===== src/err_log_consts.svh =====
`ifndef ERR_LOG_CONSTS_SVH
`define ERR_LOG_CONSTS_SVH

// Sideband message decode
`define ERR_LOG_SB_DECODE_W 5

// Error messages received over the sideband
`define ERR_LOG_SB_MSG_NONFATAL 5'h1D
`define ERR_LOG_SB_MSG_FATAL    5'h1E

// CSR write port widths
`define ERR_LOG_CSR_ADDR_W 8
`define ERR_LOG_CSR_DATA_W 32

// Status register addresses in the adapter CSR space
`define ERR_LOG_REG_INTERNAL 8'h24
`define ERR_LOG_REG_ADAPTER  8'h2C
`define ERR_LOG_REG_UNCORR   8'h34

`endif


===== src/err_log_pkg.sv =====
`include "err_log_consts.svh"

package err_log_pkg;

  // Indications from the physical layer (RDI)
  typedef struct packed {
    logic error;
    logic cerror;
    logic nferror;
    logic trainerror;
    logic phyinrecenter;
  } phy_err_in_t;

  // Conditions raised inside the adapter
  typedef struct packed {
    logic phyinrecenter;
    logic invalid_param_exchange;
    logic param_exchange_timeout;
    logic state_transition_timeout;
    logic adapter_timeout;
  } adapter_in_t;

  // Sideband receive status
  typedef struct packed {
    logic                                valid;
    logic [`ERR_LOG_SB_DECODE_W-1:0]     decode;
    logic                                src_error;
    logic                                dst_error;
    logic                                opcode_error;
    logic                                unsupported_msg;
    logic                                parity_error;
  } sb_err_in_t;

  // Toward the protocol layer (FDI)
  typedef struct packed {
    logic error;
    logic cerror;
    logic nferror;
    logic trainerror;
    logic phyinrecenter;
  } fdi_err_t;

  // Internal error status register image
  typedef struct packed {
    logic rx_overflow;
    logic tx_overflow;
    logic reserved;
    logic parity;
    logic unsupported_msg;
    logic opcode;
    logic dst;
    logic src;
  } internal_err_t;

  // Uncorrectable error status register image
  typedef struct packed {
    logic invalid_param_exchange;
    logic sb_nonfatal_msg;
    logic sb_fatal_msg;
    logic internal_any;
    logic rx_overflow;
    logic adapter_timeout;
  } uncorr_err_t;

  // Adapter error status register image
  typedef struct packed {
    logic state_transition_timeout;
    logic param_exchange_timeout;
  } adapter_err_t;

  // One write on the CSR port
  typedef struct packed {
    logic [`ERR_LOG_CSR_ADDR_W-1:0] addr;
    logic [`ERR_LOG_CSR_DATA_W-1:0] data;
  } csr_wr_t;

endpackage


===== src/csr_log_writer.sv =====
`include "err_log_consts.svh"

module csr_log_writer (
  input  logic                       i_clk,
  input  logic                       i_rst,
  input  err_log_pkg::internal_err_t i_int_status,
  input  err_log_pkg::uncorr_err_t   i_unc_status,
  input  err_log_pkg::adapter_err_t  i_adp_status,
  input  logic                       i_int_pending,
  input  logic                       i_unc_pending,
  input  logic                       i_adp_pending,
  input  logic                       i_csr_ack,
  output logic                       o_int_take,
  output logic                       o_unc_take,
  output logic                       o_adp_take,
  output logic                       o_csr_req,
  output err_log_pkg::csr_wr_t       o_csr
);

  localparam int DATA_W = `ERR_LOG_CSR_DATA_W;

  typedef enum logic [1:0] {
    ST_IDLE,
    ST_REQ,
    ST_WAIT_LOW
  } state_e;

  typedef enum logic [1:0] {
    SEL_NONE,
    SEL_INT,
    SEL_UNC,
    SEL_ADP
  } sel_e;

  state_e               state_q;
  state_e               state_d;
  sel_e                 last_q;
  sel_e                 sel;
  logic                 int_ok;
  logic                 unc_ok;
  logic                 adp_ok;
  logic                 take_any;
  err_log_pkg::csr_wr_t csr_d;

  // Fixed priority where the image written last yields to any other
  always_comb begin
    int_ok = i_int_pending &&
             (last_q != SEL_INT || !(i_unc_pending || i_adp_pending));
    unc_ok = i_unc_pending &&
             (last_q != SEL_UNC || !(i_int_pending || i_adp_pending));
    adp_ok = i_adp_pending &&
             (last_q != SEL_ADP || !(i_int_pending || i_unc_pending));
    if (int_ok) begin
      sel = SEL_INT;
    end else if (unc_ok) begin
      sel = SEL_UNC;
    end else if (adp_ok) begin
      sel = SEL_ADP;
    end else begin
      sel = SEL_NONE;
    end
  end

  // Take happens in the idle cycle the image is chosen
  assign o_int_take = (state_q == ST_IDLE) && (sel == SEL_INT);
  assign o_unc_take = (state_q == ST_IDLE) && (sel == SEL_UNC);
  assign o_adp_take = (state_q == ST_IDLE) && (sel == SEL_ADP);
  assign take_any   = o_int_take | o_unc_take | o_adp_take;

  // Address and zero-extended image of the chosen log
  always_comb begin
    csr_d = '0;
    case (sel)
      SEL_INT: begin
        csr_d.addr = `ERR_LOG_REG_INTERNAL;
        csr_d.data = DATA_W'(i_int_status);
      end
      SEL_UNC: begin
        csr_d.addr = `ERR_LOG_REG_UNCORR;
        csr_d.data = DATA_W'(i_unc_status);
      end
      SEL_ADP: begin
        csr_d.addr = `ERR_LOG_REG_ADAPTER;
        csr_d.data = DATA_W'(i_adp_status);
      end
      default: begin
        csr_d = '0;
      end
    endcase
  end

  // Four-phase handshake
  always_comb begin
    state_d = state_q;
    case (state_q)
      ST_IDLE: begin
        if (take_any) begin
          state_d = ST_REQ;
        end
      end
      ST_REQ: begin
        // Drop req as soon as ack is seen
        if (i_csr_ack) begin
          state_d = ST_WAIT_LOW;
        end
      end
      ST_WAIT_LOW: begin
        if (!i_csr_ack) begin
          state_d = ST_IDLE;
        end
      end
      default: begin
        state_d = ST_IDLE;
      end
    endcase
  end

  always_ff @(posedge i_clk or negedge i_rst) begin
    if (!i_rst) begin
      state_q <= ST_IDLE;
      last_q  <= SEL_NONE;
    end else begin
      state_q <= state_d;
      if (take_any) begin
        last_q <= sel;
      end
    end
  end

  // Write payload held for the whole transfer
  always_ff @(posedge i_clk) begin
    if (take_any) begin
      o_csr <= csr_d;
    end
  end

  assign o_csr_req = (state_q == ST_REQ);

endmodule


===== src/err_event_detect.sv =====
`include "err_log_consts.svh"

module err_event_detect (
  input  logic                       i_clk,
  input  logic                       i_rst,
  input  err_log_pkg::phy_err_in_t   i_phy,
  input  err_log_pkg::adapter_in_t   i_adp,
  input  err_log_pkg::sb_err_in_t    i_sb,
  input  logic                       i_tx_overflow,
  input  logic                       i_rx_overflow,
  output err_log_pkg::fdi_err_t      o_fdi,
  output err_log_pkg::internal_err_t o_int_evt,
  output err_log_pkg::uncorr_err_t   o_unc_evt,
  output err_log_pkg::adapter_err_t  o_adp_evt
);

  // Every source that ends up in a status image
  typedef struct packed {
    logic sb_src;
    logic sb_dst;
    logic sb_opcode;
    logic sb_unsup;
    logic sb_parity;
    logic sb_fatal;
    logic sb_nonfatal;
    logic tx_ovf;
    logic rx_ovf;
    logic inv_param;
    logic param_tmo;
    logic state_tmo;
    logic adp_tmo;
  } src_t;

  src_t src_now;
  src_t src_q;
  src_t rise;
  logic int_any;

  // FDI forwarding with no added latency
  always_comb begin
    o_fdi.error         = i_phy.error;
    o_fdi.cerror        = i_phy.cerror;
    o_fdi.nferror       = i_phy.nferror;
    o_fdi.trainerror    = i_phy.trainerror | i_adp.invalid_param_exchange;
    o_fdi.phyinrecenter = i_phy.phyinrecenter | i_adp.phyinrecenter;
  end

  // Sideband messages only count while valid
  always_comb begin
    src_now.sb_src      = i_sb.src_error;
    src_now.sb_dst      = i_sb.dst_error;
    src_now.sb_opcode   = i_sb.opcode_error;
    src_now.sb_unsup    = i_sb.unsupported_msg;
    src_now.sb_parity   = i_sb.parity_error;
    src_now.sb_fatal    = i_sb.valid && (i_sb.decode == `ERR_LOG_SB_MSG_FATAL);
    src_now.sb_nonfatal = i_sb.valid && (i_sb.decode == `ERR_LOG_SB_MSG_NONFATAL);
    src_now.tx_ovf      = i_tx_overflow;
    src_now.rx_ovf      = i_rx_overflow;
    src_now.inv_param   = i_adp.invalid_param_exchange;
    src_now.param_tmo   = i_adp.param_exchange_timeout;
    src_now.state_tmo   = i_adp.state_transition_timeout;
    src_now.adp_tmo     = i_adp.adapter_timeout;
  end

  // Previous-cycle copy for edge detection
  always_ff @(posedge i_clk or negedge i_rst) begin
    if (!i_rst) begin
      src_q <= '0;
    end else begin
      src_q <= src_now;
    end
  end

  // Rising edges only, so a held level is logged once
  assign rise = src_t'(src_now & ~src_q);

  always_comb begin
    o_int_evt.rx_overflow     = rise.rx_ovf;
    o_int_evt.tx_overflow     = rise.tx_ovf;
    o_int_evt.reserved        = 1'b0;
    o_int_evt.parity          = rise.sb_parity;
    o_int_evt.unsupported_msg = rise.sb_unsup;
    o_int_evt.opcode          = rise.sb_opcode;
    o_int_evt.dst             = rise.sb_dst;
    o_int_evt.src             = rise.sb_src;
  end

  // Any internal event is also reported as uncorrectable
  assign int_any = rise.sb_src | rise.sb_dst | rise.sb_opcode | rise.sb_unsup |
                   rise.sb_parity | rise.tx_ovf | rise.rx_ovf;

  always_comb begin
    o_unc_evt.invalid_param_exchange = rise.inv_param;
    o_unc_evt.sb_nonfatal_msg        = rise.sb_nonfatal;
    o_unc_evt.sb_fatal_msg           = rise.sb_fatal;
    o_unc_evt.internal_any           = int_any;
    o_unc_evt.rx_overflow            = rise.rx_ovf;
    o_unc_evt.adapter_timeout        = rise.adp_tmo;
  end

  always_comb begin
    o_adp_evt.state_transition_timeout = rise.state_tmo;
    o_adp_evt.param_exchange_timeout   = rise.param_tmo;
  end

endmodule


===== src/err_log_top.sv =====
module err_log_top (
  input  logic                     i_clk,
  input  logic                     i_rst,
  input  err_log_pkg::phy_err_in_t i_phy,
  input  err_log_pkg::adapter_in_t i_adp,
  input  err_log_pkg::sb_err_in_t  i_sb,
  input  logic                     i_tx_overflow,
  input  logic                     i_rx_overflow,
  input  logic                     i_csr_ack,
  output err_log_pkg::fdi_err_t    o_fdi,
  output logic                     o_csr_req,
  output err_log_pkg::csr_wr_t     o_csr
);

  // Per-cycle events
  err_log_pkg::internal_err_t int_evt;
  err_log_pkg::uncorr_err_t   unc_evt;
  err_log_pkg::adapter_err_t  adp_evt;

  // Sticky images and their write hooks
  err_log_pkg::internal_err_t int_status;
  err_log_pkg::uncorr_err_t   unc_status;
  err_log_pkg::adapter_err_t  adp_status;
  logic                       int_pending;
  logic                       unc_pending;
  logic                       adp_pending;
  logic                       int_take;
  logic                       unc_take;
  logic                       adp_take;

  err_event_detect u_detect (
    .i_clk        (i_clk),
    .i_rst        (i_rst),
    .i_phy        (i_phy),
    .i_adp        (i_adp),
    .i_sb         (i_sb),
    .i_tx_overflow(i_tx_overflow),
    .i_rx_overflow(i_rx_overflow),
    .o_fdi        (o_fdi),
    .o_int_evt    (int_evt),
    .o_unc_evt    (unc_evt),
    .o_adp_evt    (adp_evt)
  );

  err_status_log #(.T_STATUS(err_log_pkg::internal_err_t)) u_int_log (
    .i_clk    (i_clk),
    .i_rst    (i_rst),
    .i_evt    (int_evt),
    .i_take   (int_take),
    .o_status (int_status),
    .o_pending(int_pending)
  );

  err_status_log #(.T_STATUS(err_log_pkg::uncorr_err_t)) u_unc_log (
    .i_clk    (i_clk),
    .i_rst    (i_rst),
    .i_evt    (unc_evt),
    .i_take   (unc_take),
    .o_status (unc_status),
    .o_pending(unc_pending)
  );

  err_status_log #(.T_STATUS(err_log_pkg::adapter_err_t)) u_adp_log (
    .i_clk    (i_clk),
    .i_rst    (i_rst),
    .i_evt    (adp_evt),
    .i_take   (adp_take),
    .o_status (adp_status),
    .o_pending(adp_pending)
  );

  csr_log_writer u_writer (
    .i_clk        (i_clk),
    .i_rst        (i_rst),
    .i_int_status (int_status),
    .i_unc_status (unc_status),
    .i_adp_status (adp_status),
    .i_int_pending(int_pending),
    .i_unc_pending(unc_pending),
    .i_adp_pending(adp_pending),
    .i_csr_ack    (i_csr_ack),
    .o_int_take   (int_take),
    .o_unc_take   (unc_take),
    .o_adp_take   (adp_take),
    .o_csr_req    (o_csr_req),
    .o_csr        (o_csr)
  );

endmodule


===== src/err_status_log.sv =====
module err_status_log #(
  parameter type T_STATUS = logic
) (
  input  logic    i_clk,
  input  logic    i_rst,
  input  T_STATUS i_evt,
  input  logic    i_take,
  output T_STATUS o_status,
  output logic    o_pending
);

  T_STATUS status_q;
  T_STATUS status_d;

  // Sticky bits; on take only the events of this cycle survive
  always_comb begin
    if (i_take) begin
      status_d = i_evt;
    end else begin
      status_d = T_STATUS'(status_q | i_evt);
    end
  end

  always_ff @(posedge i_clk or negedge i_rst) begin
    if (!i_rst) begin
      status_q <= '0;
    end else begin
      status_q <= status_d;
    end
  end

  assign o_status = status_q;

  // Something is waiting to be written
  assign o_pending = (status_q != '0);

endmodule

===== config.mk =====
export PLATFORM = sky130hd
export DESIGN_NAME = err_log_top
export DESIGN_NICKNAME = d
export VERILOG_FILES = /design/src/err_log_pkg.sv /design/src/csr_log_writer.sv /design/src/err_event_detect.sv /design/src/err_log_top.sv /design/src/err_status_log.sv
export VERILOG_INCLUDE_DIRS = /design/src /design/src/src
export SDC_FILE = /design/constraint.sdc
export NUM_CORES = 1
export LEC_CHECK = 0
export BUFFER_PORTS_ARGS = -buffer_cell sky130_fd_sc_hd__buf_2
export CAP_MARGIN = 15
export CORE_MARGIN = 2
export CORE_UTILIZATION = 38
export DETAILED_ROUTE_END_ITERATION = 10
export GPL_TIMING_DRIVEN = 1
export HOLD_SLACK_MARGIN = 0.08
export PLACE_DENSITY_LB_ADDON = 0.12
export SLEW_MARGIN = 15
export SYNTH_ARGS = -nofsm -noshare
export SYNTH_HDL_FRONTEND = slang
export SYNTH_SLANG_ARGS = --single-unit

===== constraint.sdc =====
create_clock -name i_clk -period 4.4 [get_ports i_clk]
set_input_delay 0 -clock i_clk [delete_from_list [all_inputs] [get_ports i_clk]]
set_output_delay 0 -clock i_clk [all_outputs]
set_load 0.01 [all_outputs]

-- Yosys cells after proc, flatten, opt, wreduce, memory -nomap -nowiden
Cells that the tools add are included.
- input port bits: 26
- output and inout port bits: 46
- logic and storage cells: 94
- register bits after elaboration: 73
- muxes and demuxes: 11
- bitwise gates (word level): 15
- reduce and logical (&&, ||, !) cells: 22
- equality and inequality tests: 13
- operator list (operator ; number):
    $pmux 38 s3 ; 1
    $mux 2 ; 7
    $and 13x13->13 ; 1
    $not 13->13 ; 1
    $eq 5x5->1 const B ; 2
    $or 1x1->1 ; 10
    $logic_and 1x1->1 ; 8
    $mux 8 ; 1
    $ne 2x2->1 const B ; 4
    $or 8x8->8 ; 1
    $reduce_bool 8->1 ; 1
    $eq 2x2->1 const B ; 3
    $logic_or 1x1->1 ; 6
    $mux 6 ; 1
    $or 6x6->6 ; 1
    $pmux 2 s3 ; 1
    $reduce_bool 6->1 ; 1
    $eq 2x1->1 const B ; 2
    $ne 2x1->1 const B ; 2
    $logic_not 1->1 ; 3
    $reduce_and 3->1 ; 1
    $logic_not 2->1 ; 1
    $or 2x2->2 ; 1
    $reduce_bool 2->1 ; 1

-- Longest topological paths before layout
Gate-level depths: netlist of the first run.
- depth after elaboration: 14
- depth in mapped cells: 5
- mapped depth without buffers: 4

-- Cells and area by module
A second synthesis of the first run with hierarchy kept.
- cells, all modules: 178
- area total of the unflattened synthesis: 2055.7 um2
- modules (own cells, without submodules) (module ; seq. area each (um2) ; cells an instance ; area an instance (um2) ; instances):
    csr_log_writer ; 430.4 ; 95 ; 968.4 ; 1
    err_event_detect ; 325.3 ; 41 ; 516.7 ; 1
    err_status_log (u_int_log) ; 200.2 ; 20 ; 281.5 ; 1
    err_status_log (u_unc_log) ; 150.1 ; 16 ; 214.0 ; 1
    err_status_log (u_adp_log) ; 50.0 ; 6 ; 75.1 ; 1

-- Worst setup path after synthesis of the first run
Ideal clock, no wire load.
- path kind: reg-to-reg
- start: reg u_int_log.status_q (netlist bit u_int_log.o_status[3])
- end: reg u_writer.o_csr[0] (netlist name)
- stages on the path, launching flop included: 6
- data arrival time: 1.644 ns
- library setup time: 0.132 ns
- buffers on the path: 1
- period minus slack after synthesis: 1.775 ns
- data required time: 4.268 ns
- slack: 2.625 ns
- path through: dfrtp_1 -> or4_4 -> o31ai_4 -> and3_1 -> buf_6 -> a221o_1
- RTL lines (element ; RTL line ; text):
    start, declared ; err_status_log.sv:12 ; T_STATUS status_q;
    start signal, assigned ; err_status_log.sv:28 ; status_q <= status_d;

==> reports/metrics.cfg, run 1 <==
[setup_path]
critPathBufInv = 0
startpoint_type = register
slowest_delay_ns = 0.59
crit_arrival_ns = 2.14
crit_chain = or4_4 > o31ai_4 > and3_1 > a221o_1
cp_max_fo = 6
slowest_stage = or4_4
cp-end-kind = register
crit_required_ns = 4.56
path_class = reg -> reg
crit_family = simple AND/OR/NAND/NOR gates

[floorplanning]
fp-row-count = 26
dieArea_um2 = 5890
core-area_um2 = 5110
die_h_um = 76.7
ioPinCount = 72
initial_core_util_pct = 39.3
die-width_um = 76.7

[power_and_ir_drop]
p_leak_nw = 1.07
p_comb_share_pct = 29.9
p_sw_share_pct = 32.7
switchingPower_uw = 412
ir_drop_mv = 0.168
p_int_uw = 847
power_density_nw_per_um2 = 519
pwr-share-clk_pct = 20.1
power_frac_seq_pct = 50.0

[drt]
vias = 1352
drt_iter0_drc = 54
wl_um = 3750
ant_nets = 0
wire_per_inst_um = 12.7
via_per_inst = 4.57
drc = 0
drtPass1Iterations = 4

[global_route]
grtUsageMet2_pct = 20.8
grt.met1_usage_pct = 17.0
antenna_found_initial = 0
busiest_layer = met2
grt_pass1_wl_um = 5990
grt_pass1_vias = 1222
track_usage_pct = 13.1
gr-total-overflow = 0
use_met3_pct = 3.53
grt_max_degree = 33

[sta]
hold_viol = 0
fin_crit_sh_pct = 45.0
drv_slew = 0
max_freq_ghz = 0.505
setup_ws_ns = 2.42
fin_skew_ns = 0.00523
setup_viol = 0
tns_ns = 0
finalCriticalPeriod_ns = 1.98
slew_headroom_pct = 52.2
rsz0062_at_grt = false
worst_pin_slew_ns = 0.717

[clock_network]
numCtsBuffers = 5
clk_latency_ns = 0.30
post_cts_buffers = 0
path_clk_slew_ns = 0.07
cts_sinks = 43
cts_tree = done
clockBufferDepth = 2
htreeDepth = 2
clockRootBuffer = clkbuf_8
cts_resized = 0

[placed_design]
gp_congestion = 0.924
hpwl_um = 2880
dp.cells = 268
port_buffers = 37
pre_cts_ws_ns = 2.39

[cells_and_area]
nNetsFinal = 251
instances_no_fill = 296
finalCoreUtilization_pct = 47.5
antennaDiodeCount = 0
syn_to_final_growth_pct = 20.6
drive_above_1_share_pct = 27.0

[flow_run]
drv_cap = 0

[logic_synthesis]
yosys_register_bits = 43
netlist_instances = 167
synth_top_area_share_pct = 39.9
synth_area_leader_cell = dfrtp_1
synth.cell_area_um2 = 2010
synth_ff_type = dfrtp_1
synthTopCellsByArea = dfrtp_1 (40%), edfxtp_1 (16%), buf_4 (12%)
ys_warn_count = 0
synthTopCellsByCount = buf_4 (32), dfrtp_1 (32), edfxtp_1 (11), nor2b_1 (9), a21oi_1 (8)
async_flop_share_pct = 74.4
synth_edf_count = 11
synth_cell_type_count = 40
yosysSeqAreaShare_pct = 56.3
syn_avg_cell_area_um2 = 12.0

[worst_hold_path]
hp-class = in -> reg

[run_status]
outcome = finished, final reports clean

[layout make-up]
| class | count | area, um2 |
|---|---|---|
| Fill cell | 485 | 2680 |
| Multi-Input combinational cell | 111 | 702 |
| Timing Repair Buffer | 57 | 385 |
| Clock buffer | 7 | 86.3 |
| Tap cell | 70 | 87.6 |
| Inverter | 7 | 26.3 |
| Clock inverter | 1 | 5.00 |
| Sequential cell | 43 | 1130 |
[power groups by stage]
stage	combinational, mW	clock [mW]	sequential [mW]
floorplan	0.270	0	0.637
global placement	0.365	0	0.635
detailed placement	0.367	0	0.639
CTS	0.380	0.262	0.631
global route	0.414	0.277	0.647
finish	0.376	0.253	0.630
[state kept, by name, summed over array words and instances (netlist names)]
name,cells
u_detect.src_q,13
u_writer.o_csr,11
u_int_log.o_status,7
u_unc_log.o_status,6
u_adp_log.o_status,2
u_writer.last_q,2
u_writer.state_q,2
[tightest hold or removal path, cell delays in order]
cell	delay [ns]
buf_2	0.09
nand4_1	0.08
nor3b_1	0.07
a22o_1	0.18
[cell families (layout without fill, tap and decap cells)]
group / Yosys count / after routing / synth area share [%]
flip-flops: 43 / 43 / 56.3
AO/OA/AOI/OAI: 36 / 36 / 14.6
AND/OR/NAND/NOR: 47 / 47 / 15.1
other: 1 / 28 / 0.187
buffers and inverters: 40 / 72 / 13.8
[metrics by stage]
step | instance area, um2 | hold WS, ns | power (mW)
after floorplan | 2110 | -0.296 | 0.906
after global placement | 2130 | 0.000139 | 1.00
after detailed placement | 2130 | 0.000139 | 1.01
after CTS | 2420 | 0.163 | 1.27
after global routing | 2420 | 0.203 | 1.34
final | 2420 | 0.162 | 1.26
[final timing paths]
check                                        endpoint  slack (ns)             startpoint  depth (start not counted)
min in group asynchronous       u_unc_log.o_status[5]        0.29                  i_rst                          2
worst max register to register      u_writer.o_csr[1]        2.42  u_int_log.o_status[3]                          4
worst min-delay path            u_unc_log.o_status[3]        0.16                i_sb[9]                          4
worst max-delay path                u_writer.o_csr[1]        2.42  u_int_log.o_status[3]                          4
max in group asynchronous          u_detect.src_q[10]        3.65                  i_rst                          2
worst min register to register    u_writer.state_q[0]        0.50    u_writer.state_q[1]                          1
[what timing repair did]
action | CTS | global route
setup endpoints to repair | 0 | 0
hold buffers | 20 | 0
hold endpoints to repair | 58 | 0
[layer usage]
layer  part of all wire [%]  wire (um)
met2                     48       1810
met1                     44       1650
met5                      0          0
met4                    1.6         59
met3                    6.1        229
[placed cells by master (no fill, tap or decap), types with 2 or more instances in the layout]
cell type and n:
nand2b_1 3, nand4_1 3, a22o_1 7, inv_1 7
and2_1 5, a21oi_1 8, nor2_1 3, a21o_1 5
clkbuf_8 6, or2_2 4, nor4_2 2, edfxtp_1 11
buf_2 37, nor3_1 2, dfrtp_1 32, a221o_1 2
nand3_1 2, conb_1 28, a21bo_2 3, nand2_1 4
nor3b_1 2, nor2b_1 9, o21ai_0 2, dlygate4sd3_1 20
Note: power is estimated with default switching activity, not from simulation.
==> inputs of run 2 (changes only) <==
--- a/config.mk
+++ b/config.mk
@@ -6,6 +6,7 @@
 export SDC_FILE = /design/constraint.sdc
 export NUM_CORES = 1
 export LEC_CHECK = 0
+export ABC_AREA = 1
 export BUFFER_PORTS_ARGS = -buffer_cell sky130_fd_sc_hd__buf_2
 export CAP_MARGIN = 15
 export CORE_MARGIN = 2
==> constraint.sdc (replaced) <==
create_clock -name i_clk -period 2.1 [get_ports i_clk]
set_input_delay 0 -clock i_clk [delete_from_list [all_inputs] [get_ports i_clk]]
set_output_delay 0 -clock i_clk [all_outputs]
set_load 0.01 [all_outputs]
==> reports/metrics.cfg, run 2 <==
[run_status]
outcome = finished, final reports clean

[drt]
wire_per_inst_um = 9.87
vias = 1406
drc = 0
drtPass1Iterations = 4
ant_nets = 0
wl_um = 3390
drt_iter0_drc = 84
via_per_inst = 4.10

[sta]
drv_slew = 0
hold_viol = 0
fin_skew_ns = 0.00528
fin_crit_sh_pct = 87.5
worst_pin_slew_ns = 0.698
setup_viol = 0
rsz0062_at_grt = false
tns_ns = 0
finalCriticalPeriod_ns = 1.84
setup_ws_ns = 0.262
slew_headroom_pct = 53.5
max_freq_ghz = 0.544

[setup_path]
worstRegToRegCells = 9
path_class = reg -> reg
crit_chain = nor2_1 > nand2_1 > nor2_1 > nand2_1 > nand2_1 > nand2_2 > nand3_1 > nand2_1 > inv_1
crit_end = u_writer.o_csr[1]
cp.depth = 9
crit_family = simple AND/OR/NAND/NOR gates
startpoint_type = register
cpMostUsedCell = nand2_1
startpoint = u_int_log.o_status[1]
slowest_delay_ns = 0.41
crit_arrival_ns = 1.80
critPathBufInv = 1
cp_max_fo = 11
worstReg2RegStart = u_int_log.o_status[1]
rrSetupSlack_ns = 0.26
slowest_stage = dfrtp_1
r2r-end = u_writer.o_csr[1]
crit_required_ns = 2.07
cp-end-kind = register

[power_and_ir_drop]
power_density_nw_per_um2 = 1220
p_leak_nw = 1.24
power_mw = 2.97
ir_drop_mv = 0.441

[logic_synthesis]
yosysSeqAreaShare_pct = 56.6
async_flop_share_pct = 74.4
synth_top_area_share_pct = 40.1
synth_cell_type_count = 24
synth_area_leader_cell = dfrtp_1
synth.cell_area_um2 = 2000
yosys_register_bits = 43
synth_ff_type = dfrtp_1
synth_edf_count = 11
yosys.cell_count.top_type = nand2_1
synthTopCellsByArea = dfrtp_1 (40%), edfxtp_1 (17%), buf_4 (12%)
synthTopCellsByCount = nand2_1 (42), buf_4 (33), dfrtp_1 (32), inv_1 (31), nor2_1 (19)
syn_avg_cell_area_um2 = 9.34
netlist_instances = 214
ys_warn_count = 0

[cells_and_area]
layout_common_cells = nand2_1 (42), buf_2 (37), dfrtp_1 (32)
drive_above_1_share_pct = 21.2
filler_cell_count = 508
syn_to_final_growth_pct = 22.0
instances_no_fill = 343
finalCoreUtilization_pct = 48.0
antennaDiodeCount = 0
largest_reg_flops = 13
nNetsFinal = 298
max_flop_register = u_detect.src_q
mostFrequentLayoutCell = nand2_1

[flow_run]
drv_cap = 0

[placed_design]
pre_cts_ws_ns = 0.257
dp.cells = 315
gp_congestion = 0.860
port_buffers = 37
hpwl_um = 2450

[worst_hold_path]
hp-class = in -> out
holdCritStartpoint = i_phy[0]

[clock_network]
htreeDepth = 2
cts_sinks = 43
clockRootBuffer = clkbuf_8
cts_resized = 0
path_clk_slew_ns = 0.08
cts_tree = done
clk_latency_ns = 0.30
numCtsBuffers = 5
clockBufferDepth = 2

[global_route]
grt.met1_usage_pct = 15.2
grt_pass1_vias = 1264
antenna_found_initial = 0
use_met3_pct = 2.84
grt_pass1_wl_um = 5570
busiest_layer = met2
gr-total-overflow = 0
grtUsageMet2_pct = 19.3
track_usage_pct = 12.1
grt_max_degree = 33

[floorplanning]
fp-row-count = 26
ioPinCount = 72
initial_core_util_pct = 39.4
die_h_um = 76.5
core-area_um2 = 5070
die-width_um = 76.5
dieArea_um2 = 5850

-- run 2: cell types whose count changed after synthesis, moves of 5 or more --
cell     change
a21oi_1      -6
o21ai_0      +5
nand3_1      +6
inv_1       +24
nor2_1      +16
nand2_1     +38
a22o_1       -7
and2_1       -5
a21o_1       -5
nor2b_1      -9
-- run 2: layout make-up --
class                           count  area, um2  area share (%)
Clock inverter                      3       43.8            1.80
Tap cell                           70       87.6            3.59
Multi-Input combinational cell    131        593            24.3
Inverter                           34        128            5.24
Clock buffer                        5       68.8            2.82
Timing Repair Buffer               57        385            15.8
Sequential cell                    43       1130            46.4
-- run 2: per-stage QoR --
stage	cell area (um2)	hold slack, ns
finish	2440	0.267
global route	2440	0.283
CTS	2440	0.272
detailed placement	2120	0.0000749
global placement	2120	0.0000749
floorplan	2100	-0.296
-- run 2: power by group --
group	switching [mW]	total, mW	leakage [nW]	internal, mW
registers	0.155	1.36	0.471	1.20
logic	0.633	0.977	0.710	0.343
clock network	0.284	0.638	0.0581	0.354
total	1.07	2.97	1.24	1.90
-- run 2: cell families after synthesis --
| logic type | synth area share, % |
|---|---|
| AO/OA/AOI/OAI | 4.45 |
| buffers and inverters | 18.8 |
| flip-flops | 56.6 |
| other | 0.188 |
| AND/OR/NAND/NOR | 20.0 |
-- run 2: layer usage --
layer | wire [um] | part of all wire (%)
met2 | 1570 | 46
met4 | 85 | 2.5
met5 | 0 | 0
met1 | 1540 | 46
met3 | 187 | 5.5
-- run 2: worst min-delay path, delay by kind of cell --
kind,cells,cell delay (ns)
simple gates,1,0.08
buf+inv,2,0.18
-- run 2: worst min-delay path by stage --
stage	slack (ns)	cells after the start	to
floorplan	-0.30	0	u_adp_log.o_status[0]
global placement	0.00007	0	o_fdi[2]
detailed placement	0.00007	0	o_fdi[2]
CTS	0.27	3	o_fdi[0]
global route	0.28	3	o_fdi[0]
finish	0.27	3	o_fdi[0]
-- run 2: repair_timing --
item                                   CTS  global route
setup buffers                            0             0
endpoints found under the hold margin   65             0
hold buffers                            20             0
